--- config.mk ---
export PLATFORM = sky130hd
export DESIGN_NAME = sync_fifo
export DESIGN_NICKNAME = d
export VERILOG_FILES = /design/src/verilog/sync_fifo.sv
export SDC_FILE = /design/constraint.sdc
export NUM_CORES = 1
export LEC_CHECK = 0
export BUFFER_PORTS_ARGS = -buffer_cell sky130_fd_sc_hd__buf_2
export CORE_MARGIN = 3
export CORE_UTILIZATION = 52
export CTS_CLUSTER_SIZE = 12
export DETAILED_ROUTE_END_ITERATION = 7
export GPL_ROUTABILITY_DRIVEN = 0
export GPL_TIMING_DRIVEN = 0
export PLACE_DENSITY = 0.76
export SETUP_SLACK_MARGIN = 0.15
export SLEW_MARGIN = 15
export SYNTH_ARGS = -nofsm -noshare
export SYNTH_HDL_FRONTEND = slang
export SYNTH_SLANG_ARGS = --single-unit
export TNS_END_PERCENT = 100
--- constraint.sdc ---
create_clock -name clk -period 4.8 [get_ports clk]
set_clock_uncertainty 0.2 [all_clocks]
set_input_delay 1.44 -clock clk [delete_from_list [all_inputs] [get_ports clk]]
set_output_delay 1.44 -clock clk [all_outputs]
set_load 0.005 [all_outputs]
--- src/verilog/sync_fifo.sv ---
module sync_fifo #(
    parameter type T     = logic,
    parameter int  DEPTH = 16
) (
    input  logic clk,
    input  logic reset,
    input  logic wr_en,
    input  T     wr_data,
    input  logic rd_en,
    output T     rd_data,
    output logic empty,
    output logic full
);
    localparam int IDX_WID = (DEPTH > 1) ? $clog2(DEPTH) : 1;
    localparam int CNT_WID = $clog2(DEPTH + 1);

    T                   slots [DEPTH];
    logic [IDX_WID-1:0] wr_idx;
    logic [IDX_WID-1:0] rd_idx;
    logic [CNT_WID-1:0] count;

    function automatic logic [IDX_WID-1:0] next_idx(input logic [IDX_WID-1:0] idx);
        return (idx == IDX_WID'(DEPTH - 1)) ? '0 : idx + 1'b1;
    endfunction

    always_ff @(posedge clk) begin
        if (wr_en) begin
            slots[wr_idx] <= wr_data;
        end
    end

    always_ff @(posedge clk) begin
        if (reset) begin
            wr_idx <= '0;
            rd_idx <= '0;
            count  <= '0;
        end else begin
            if (wr_en) begin
                wr_idx <= next_idx(wr_idx);
            end
            if (rd_en) begin
                rd_idx <= next_idx(rd_idx);
            end
            case ({wr_en, rd_en})
                2'b10:   count <= count + 1'b1;
                2'b01:   count <= count - 1'b1;
                default: count <= count;
            endcase
        end
    end

    // Show-ahead, head entry always on the output
    assign rd_data = slots[rd_idx];
    assign empty   = (count == '0);
    assign full    = (count == CNT_WID'(DEPTH));

    a_no_write_full: assert property (@(posedge clk) disable iff (reset) wr_en |-> !full);
    a_no_read_empty: assert property (@(posedge clk) disable iff (reset) rd_en |-> !empty);

endmodule
==> results of run 1 <==
power groups by stage:
stage	logic (uW)	clock network, uW	registers (uW)
final	73.2	144	323
after global routing	83.5	162	325
after CTS	74.0	147	322
after detailed placement	73.5	0	329
after global placement	70.1	0	328
after floorplan	53.5	0	325
final cells by class:
cell class                      instances  share of cell area [%]
Inverter                                5                    1.08
Sequential cell                        33                    47.4
Multi-Input combinational cell        100                    43.7
Buffer                                  4                   0.939
Clock inverter                          3                   0.723
Clock buffer                            5                    2.17
Timing Repair Buffer                    6                    1.73
Tap cell                               31                    2.24
placed cells by master, fill, tap and decap left out, drive strengths merged, types with 2 or more instances in the layout:
cell type,n
dfxtp,17
nand2b,2
nand4b,2
clkbuf,8
nand4,3
buf,7
edfxtp,16
clkinv,3
and2,17
mux4,5
xor2,4
o21ai,5
a21oi,8
or3,3
nor4,2
ha,9
nor2b,2
a311oi,2
mux2i,3
inv,5
nand2,9
nor3,2
nand3,2
nor2,12
path summary, 6_finish.rpt:
| path | start | end | slack (ns) | cells past startpoint |
|---|---|---|---|---|
| max | flop | rd_data | 1.17 | 3 |
| min reg2reg | rd_idx[3]$_SDFFE_PP0P_ | flop | 0.34 | 2 |
| min | rd_idx[3]$_SDFFE_PP0P_ | flop | 0.34 | 2 |
| max reg2reg | count[1]$_SDFFE_PP0P_ | count[4]$_SDFFE_PP0P_ | 2.84 | 6 |
critical path, stage by stage (launching register included):
cell     delay [ns]
dfxtp_1        0.46
mux4_1         0.60
mux4_2         0.46
buf_2          0.14
synthesized netlist by cell type, drive strengths merged, types with 3 or more instances:
cell type / count / area [um^2]
nand2: 9 / 33.8
ha: 9 / 113
inv: 5 / 18.8
clkbuf: 3 / 11.3
mux4: 5 / 128
edfxtp: 16 / 480
xor2: 4 / 35.0
nor2: 12 / 45.0
o21ai: 5 / 25.0
nand4: 3 / 18.8
a21oi: 8 / 40.0
and2: 17 / 106
mux2i: 3 / 30.0
or3: 3 / 18.8
dfxtp: 17 / 340
per-stage QoR:
step / setup WS [ns] / instances
finish: 1.17 / 187
global route: 1.10 / 187
CTS: 1.15 / 187
detailed placement: 1.18 / 179
global placement: 1.23 / 179
floorplan: 1.53 / 142
routing by layer:
metal  vias up  global-route usage, %  wire length [um]
li1        546                      -                 -
met1       508                   21.2              1290
met2        16                   26.2              1240
met3         6                   6.82               102
met4         0                   7.27                49
met5         -                      0                 0
cell families (layout without fill, tap and decap cells):
family / after synthesis / in the layout / share of synthesized area, %
XOR/XNOR: 5 / 5 / 2.72
multiplexers: 8 / 8 / 9.77
buffers and inverters: 9 / 23 / 2.17
adder cells (fa/ha/maj): 9 / 9 / 6.98
AND/OR/NAND/NOR: 59 / 59 / 20.1
AO/OA/AOI/OAI: 19 / 19 / 7.37
flip-flops: 33 / 33 / 50.9
==> flow_summary.ini, run 1 <==
[routing]
drt_drc_violations_left = 0
via_count = 1076
via_cell_ratio = 5.75
routed_wire_length_per_instance_um = 14.3
drt_wl_total_um = 2680
detailedRoute.firstIterationViolations = 60
pre_repair_dr_iteration_count = 4
drtAntennaViolNets = 0

[power_and_ir_drop]
total_switching_power_uw = 144
internal_power_uw = 396
vdd_ir_drop_max_mv = 0.183
power_frac_clock_pct = 26.7
total_leakage_power_uw = 0.000671
power.switching_fraction_pct = 26.6
seq_power_share_pct = 59.8
power.density_nw_per_um2 = 312
finalPower_uw = 540
comb_power_share_pct = 13.6

[clock_tree]
cts_sinks = 33
cts_tree = done
holdBufCountCts = 0
cts_repair_resize_count = 0
post_cts.repair.setup_buffers = 0
cts_made_buffers = 5
cts.clk_slew.worst_paths_ns = 0.10
clkLatencyLatePin_ns = 0.34
cts_root_buf = clkbuf_4
cts_htree_levels = 2
clock_tree.buffer_depth = 2

[finish]
antenna_cells = 0
finish.utilization_pct = 60.7
final-seq-area_um2 = 821
flow.area_growth_from_synthesis_pct = 7.37
multi_input_area_um2 = 757
net_count_of_the_finished_layout = 169
post_route_cells_drive_above_1_share_pct = 8.97
stdcell_area_um2 = 1730
fillerInstances = 233

[sta]
worst_slew_margin_rel_pct = 69.1
worstMarginPinSlew_ns = 0.463
final_hold_viol_count = 0
post-route-min-period_ns = 3.63
final_min_period_over_clock_period_pct = 75.7
max_freq_ghz = 0.275
slew_viol_final = 0
finalHoldWorstSlack_ns = 0.340
setup_total_negative_slack_ns = 0
grt_setup_unrepaired = false
setup_viol = 0

[die]
row_count = 19
initial_utilization_pct = 56.5
boundaryPins = 8
die-width_um = 61.7
floorplan.die_area_um2 = 3810
core_footprint_um2 = 2850
die_ht_um = 61.7

[setup_path]
cp.required_ns = 3.16
crit_path_launch_type = flop
critPathCaptureType = output port
worst-path-max-fanout = 4
critical_path_start_end_classification = reg2out
critical_path_arrival_ns = 1.99

[synthesis]
ys_types = 32
synthesis.area_per_instance_um2 = 11.4
synthesis.area_um2 = 1610
ys_ff_latch = 33
synth_seq_area_share_pct = 50.9
postSynth.topFlopCell = dfxtp_1
synth-edff-count = 16
synth-async-reset-ratio_pct = 0
yosysWarningCount = 0
postSynthCellCount = 142
synth_net_count = 156

[placed_design]
place_hpwl_um = 1970
buffer_ports.inserted = 6
dpl_cell_area_um2 = 1680

[flow_run]
timing.max_cap.violations = 0

[global_routing]
grt_util_all_layers_pct = 17.0
wire_length_of_the_first_global_routing_pass_um = 4530
grt_max_degree = 17
globalRoute.totalOverflow = 0
first_global_vias = 1004
antenna_found_initial = 0

[status]
result_of_the_run = complete, no violations

[worst_hold_path]
hold_path.class = reg2reg
(Power assumes the default switching activity.)
==> run 2, diff against run 1 <==
--- a/config.mk
+++ b/config.mk
@@ -5,6 +5,7 @@
 export SDC_FILE = /design/constraint.sdc
 export NUM_CORES = 1
 export LEC_CHECK = 0
+export ABC_AREA = 1
 export BUFFER_PORTS_ARGS = -buffer_cell sky130_fd_sc_hd__buf_2
 export CORE_MARGIN = 3
 export CORE_UTILIZATION = 52
@@ -12,7 +13,7 @@
 export DETAILED_ROUTE_END_ITERATION = 7
 export GPL_ROUTABILITY_DRIVEN = 0
 export GPL_TIMING_DRIVEN = 0
-export PLACE_DENSITY = 0.76
+export PLACE_DENSITY = 0.79
 export SETUP_SLACK_MARGIN = 0.15
 export SLEW_MARGIN = 15
 export SYNTH_ARGS = -nofsm -noshare
==> constraint.sdc (replaced) <==
create_clock -name clk -period 3.3 [get_ports clk]
set_clock_uncertainty 0.2 [all_clocks]
set_input_delay 0.99 -clock clk [delete_from_list [all_inputs] [get_ports clk]]
set_output_delay 0.99 -clock clk [all_outputs]
set_load 0.005 [all_outputs]
==> run 2 against run 1 <==
  * Flip-flop and latch count stayed put
  * Wire length is 9.7% higher
  * First-iteration DRC count is 28% higher
  * Register-to-register slack worse by 1.2 ns
  * Power is 51% higher
  * Non-clock buffer count stayed put
  * Largest power group unchanged
  * Count of clock-buffer cells in the layout is 3 higher
==> flow_summary.ini, run 2 <==
[die]
die-width_um = 61.9
die_ht_um = 61.9
initial_utilization_pct = 56.5
core_footprint_um2 = 2880
row_count = 19
floorplan.die_area_um2 = 3830
boundaryPins = 8

[synthesis]
ys_types = 24
synth-async-reset-ratio_pct = 0
synth.most_common_cell = inv_1
postSynthCellCount = 190
postSynth.topFlopCell = dfxtp_1
synth_net_count = 204
share_of_yosys_cell_area_claimed_by_the_top_area_cell_type_pct = 29.6
yosysWarningCount = 0
synthesis.area_um2 = 1620
synth_seq_area_share_pct = 50.5
ys_ff_latch = 33
yosys-top-cells-area = edfxtp_1 (30%), dfxtp_1 (21%), inv_1 (7.6%)
synth-edff-count = 16
synth_top_cells_by_count = inv_1 (33), nand2_1 (28), nor2_1 (25), dfxtp_1 (17), edfxtp_1 (16)
synthesis.area_per_instance_um2 = 8.55
synth_largest_area_cell = edfxtp_1

[routing]
drt_drc_violations_left = 0
routed_wire_length_per_instance_um = 12.0
detailedRoute.firstIterationViolations = 77
pre_repair_dr_iteration_count = 4
drt_wl_total_um = 2940
via_count = 1250
via_cell_ratio = 5.08
drtAntennaViolNets = 0

[clock_tree]
cts_repair_resize_count = 0
clkLatencyLatePin_ns = 0.32
cts_sinks = 33
clock_tree.buffer_depth = 2
holdBufCountCts = 0
post_cts.repair.setup_buffers = 0
cts_root_buf = clkbuf_4
cts_made_buffers = 5
cts.clk_slew.worst_paths_ns = 0.09
cts_tree = done
cts_htree_levels = 2

[power_and_ir_drop]
power_frac_clock_pct = 28.3
comb_power_share_pct = 15.1
finalPower_uw = 816
total_leakage_power_uw = 0.000787
power.switching_fraction_pct = 26.5
power.density_nw_per_um2 = 462
internal_power_uw = 600
total_switching_power_uw = 216
vdd_ir_drop_max_mv = 0.214
seq_power_share_pct = 56.6

[global_routing]
globalRoute.totalOverflow = 0
wire_length_of_the_first_global_routing_pass_um = 5040
antenna_found_initial = 0
first_global_vias = 1148
grt.met1_usage_pct = 22.0
grt_max_degree = 17
grtUsageMet2_pct = 31.1
grt_use_met3_pct = 5.58
grt_util_all_layers_pct = 18.4
globalRoute.busiestLayer = met2

[setup_path]
critical_path_start_end_classification = reg2out
crit_path_launch_type = flop
worst-path-max-fanout = 10
reg2reg_setup_slack_ns = 1.68
count_of_cells_along_the_worst_register_to_register_path = 10
critPathCaptureType = output port
critical_path_arrival_ns = 1.43
cp.required_ns = 2.11
critical_path.reg2reg.endpoint = count[4]$_SDFFE_PP0P_
critical_path.reg2reg.startpoint = count[1]$_SDFFE_PP0P_

[worst_hold_path]
hold_path_end = wr_idx[2]$_SDFFE_PP0P_
hold_path_depth = 1
hold_path.class = reg2reg
worst_hold_startpoint = wr_idx[2]$_SDFFE_PP0P_

[flow_run]
timing.max_cap.violations = 0

[sta]
worst_slew_margin_rel_pct = 72.8
final_hold_viol_count = 0
setup_total_negative_slack_ns = 0
slew_viol_final = 0
max_freq_ghz = 0.381
worstMarginPinSlew_ns = 0.409
post-route-min-period_ns = 2.62
setup_viol = 0
grt_setup_unrepaired = false
final_min_period_over_clock_period_pct = 79.4

[finish]
post_route_cells_drive_above_1_share_pct = 9.80
antenna_cells = 0
most-common-layout-cells = inv_1 (33), nand2_1 (28), nor2_1 (25)
net_count_of_the_finished_layout = 217
flow.area_growth_from_synthesis_pct = 8.71
mostFrequentLayoutCell = inv_1

[placed_design]
place_hpwl_um = 2320
buffer_ports.inserted = 6

[status]
result_of_the_run = complete, no violations
## run 2: cell families (layout without fill, tap and decap cells)
kind of cell	count (synthesis)	in the layout	share of synthesized area (%)
AND/OR/NAND/NOR	75	75	20.5
buffers and inverters	38	52	9.71
flip-flops	33	33	50.5
AO/OA/AOI/OAI	32	32	10.7
adder cells (fa/ha/maj)	9	9	6.93
XOR/XNOR	3	3	1.62
## run 2: worst max path at each step
stage	end	slack [ns]	cells past startpoint
final	rd_data	0.68	7
after global routing	rd_data	0.50	7
after CTS	rd_data	0.65	7
after detailed placement	count[4]$_SDFFE_PP0P_	0.50	13
after global placement	count[2]$_SDFFE_PP0P_	0.60	11
after floorplan	count[2]$_SDFFE_PP0P_	0.87	10
## run 2: area by class of cell
| cell class | instances | area [um^2] |
|---|---|---|
| fillers | 255 | 1110 |
| multi-input cells | 119 | 646 |
| repair buffers | 6 | 30.0 |
| plain buffers | 4 | 30.0 |
| flip-flops and latches | 33 | 821 |
| inverters | 34 | 128 |
| well taps | 42 | 52.6 |
| clock buffers | 8 | 58.8 |
## run 2: critical path, cell delays in order (launching register included)
cell and delay, ns:
dfxtp_1 0.32, buf_6 0.13, buf_6 0.13, o211ai_1 0.20, nand3_1 0.11, nand3b_1 0.09
nand2_1 0.04, buf_2 0.12
## run 2: power groups by stage
stage	logic [uW]	clock network, uW	registers [uW]
floorplan	92.1	0	467
detailed placement	123	0	471
finish	123	231	462
global route	142	256	465
global placement	116	0	470
CTS	124	233	462
## run 2: through the flow
stage	setup WS, ns	std cells	area [um^2]	hold slack, ns	utilization, %
3_3_place_gp	0.599	238	1710	0.275	59.3
5_1_grt	0.496	246	1770	0.358	61.4
6_report	0.678	246	1770	0.331	61.4
3_5_place_dp	0.496	238	1710	0.319	59.3
2_1_floorplan	0.869	190	1620	0.255	-
4_1_cts	0.649	246	1770	0.332	61.4
## run 2: routing by layer
metal / part of all wire (%) / up-vias
met3: 4.6 / 2
met1: 43 / 570
met2: 52 / 32
met4: 0.68 / 0
met5: 0 / -
li1: - / 646
==> run 3, diff against run 2 <==
--- a/config.mk
+++ b/config.mk
@@ -13,7 +13,7 @@
 export DETAILED_ROUTE_END_ITERATION = 7
 export GPL_ROUTABILITY_DRIVEN = 0
 export GPL_TIMING_DRIVEN = 0
-export PLACE_DENSITY = 0.79
+export PLACE_DENSITY = 0.76
 export SETUP_SLACK_MARGIN = 0.15
 export SLEW_MARGIN = 15
 export SYNTH_ARGS = -nofsm -noshare
==> constraint.sdc (replaced) <==
create_clock -name clk -period 2.7 [get_ports clk]
set_clock_uncertainty 0.2 [all_clocks]
set_input_delay 0.81 -clock clk [delete_from_list [all_inputs] [get_ports clk]]
set_output_delay 0.81 -clock clk [all_outputs]
set_load 0.005 [all_outputs]
==> run 3 against run 2 <==
  * Flip-flop and latch count unchanged
  * Clock power up 33%
  * Critical path depth unchanged
  * Core utilization up 0.43 points
  * Combinational power up 23%
  * Global-route usage down 0.97 points
  * Wire length down 4.1%
  * Via count down 2.6%
  * Worst setup slack worse by 0.42 ns
==> flow_summary.ini, run 3 (synthesized netlist as in run 2, its figures left out) <==
[status]
result_of_the_run = complete, no violations

[global_routing]
grt_max_degree = 17
grt_util_all_layers_pct = 17.4
globalRoute.totalOverflow = 0
first_global_vias = 1082
wire_length_of_the_first_global_routing_pass_um = 4690
antenna_found_initial = 0

[clock_tree]
clkLatencyLatePin_ns = 0.33
cts.clk_slew.worst_paths_ns = 0.09
cts_htree_levels = 2
cts_made_buffers = 5
cts_sinks = 33
post_cts.repair.setup_buffers = 0
cts_tree = done
clock_tree.buffer_depth = 2
cts_root_buf = clkbuf_4

[power_and_ir_drop]
vdd_ir_drop_max_mv = 0.388
total_leakage_power_uw = 0.000799
power.density_nw_per_um2 = 575

[setup_path]
critical-path-slowest-cell = dfxtp_1
path_common_cell = buf_6
path_cells = buf_6, buf_6, o21ai_0, nand3_1, nand3b_1, nand2_1, buf_2
crit_path_launch_type = flop
cp.required_ns = 1.69
max_stage_delay_ns = 0.32
critical_path_start_end_classification = reg2out
critPathCaptureType = output port
critical_path_arrival_ns = 1.43
critical_path.reg2reg.startpoint = count[1]$_SDFFE_PP0P_
worst-path-max-fanout = 10

[sta]
worstMarginPinSlew_ns = 0.394
grt_setup_unrepaired = false
worst_slew_margin_rel_pct = 73.7
final_hold_viol_count = 0
setup_total_negative_slack_ns = 0
setup_viol = 0
final_min_period_over_clock_period_pct = 90.4
slew_viol_final = 0
post-route-min-period_ns = 2.44
max_freq_ghz = 0.410

[finish]
fillerInstances = 244
mostFrequentLayoutCell = inv_1
stdcell_area_um2 = 1780
multi_input_area_um2 = 646
antenna_cells = 0
instances_no_fill = 246
flow.area_growth_from_synthesis_pct = 9.48
net_count_of_the_finished_layout = 217
post_route_cells_drive_above_1_share_pct = 11.3
most-common-layout-cells = inv_1 (33), nand2_1 (28), nor2_1 (25)
final-seq-area_um2 = 821

[placed_design]
dpl.cell_count = 238
buffer_ports.inserted = 6
place_hpwl_um = 2140
dpl_cell_area_um2 = 1710

[routing]
pre_repair_dr_iteration_count = 4
via_count = 1217
routed_wire_length_per_instance_um = 11.5
detailedRoute.firstIterationViolations = 55
drt_wl_total_um = 2820
drt_drc_violations_left = 0
via_cell_ratio = 4.95
drtAntennaViolNets = 0

[die]
initial_utilization_pct = 56.5
floorplan.die_area_um2 = 3830
boundaryPins = 8
core_footprint_um2 = 2880
die_ht_um = 61.9
die-width_um = 61.9
row_count = 19

[worst_hold_path]
worst_hold_startpoint = wr_idx[2]$_SDFFE_PP0P_
hold_path.class = reg2reg

[flow_run]
timing.max_cap.violations = 0
## run 3: cell types whose count changed in the layout (fill, tap and decap cells not counted)
cell      before  now
clkbuf_8       1    2
clkbuf_2       0    1
clkbuf_1       4    1
clkinv_2       0    1
## run 3: metal layers
metal	share of wire, %	global-route usage (%)	up-vias	routed length, um
met2	46	25.7	20	1290
met5	0	0	-	0
met4	2.4	10.3	0	68
met1	49	21.7	546	1370
met3	3.3	6.40	8	94
li1	-	-	643	-
## run 3: metrics by stage
step | worst slack [ns] | util, % | total power [uW] | hold WS (ns)
6_report | 0.260 | 61.8 | 1020 | 0.315
5_1_grt | 0.166 | 61.8 | 1080 | 0.364
4_1_cts | 0.218 | 61.8 | 1030 | 0.318
3_5_place_dp | 0.115 | 59.3 | 726 | 0.296
3_3_place_gp | 0.168 | 59.3 | 717 | 0.277
2_1_floorplan | 0.449 | - | 684 | 0.255
## run 3: layout make-up
cell class	instances	share of cell area [%]
Clock inverter	1	0.281
Tap cell	42	2.96
Sequential cell	33	46.2
Clock buffer	7	3.66
Timing Repair Buffer	6	1.69
Buffer	4	1.76
Multi-Input combinational cell	119	36.3
Inverter	34	7.18
## run 3: what timing repair did
item / in CTS / in global routing
hold buffers: 0 / 0
gates resized for setup: 0 / 2
endpoints found under the setup margin: 0 / 1
## run 3: worst max-delay path: cells and delay by family (launching register included)
family / cells / cell delay, ns
AOI/OAI and AO/OA: 1 / 0.18
DFF: 1 / 0.32
and+or+nand+nor: 3 / 0.23
buffers and inverters: 3 / 0.36
## run 3: power by group
| group | switching, uW | internal [uW] |
|---|---|---|
| Clock | 156 | 151 |
| Combinational | 91.0 | 59.8 |
| Sequential | 19.3 | 546 |
| Total | 266 | 756 |
## run 3: path summary, 6_finish.rpt
path | to | slack [ns] | depth (start not counted)
hold / removal | wr_idx[2]$_SDFFE_PP0P_ | 0.32 | 1
setup reg to reg | count[4]$_SDFFE_PP0P_ | 1.11 | 10
hold reg to reg | wr_idx[2]$_SDFFE_PP0P_ | 0.32 | 1
setup / recovery | rd_data | 0.26 | 7
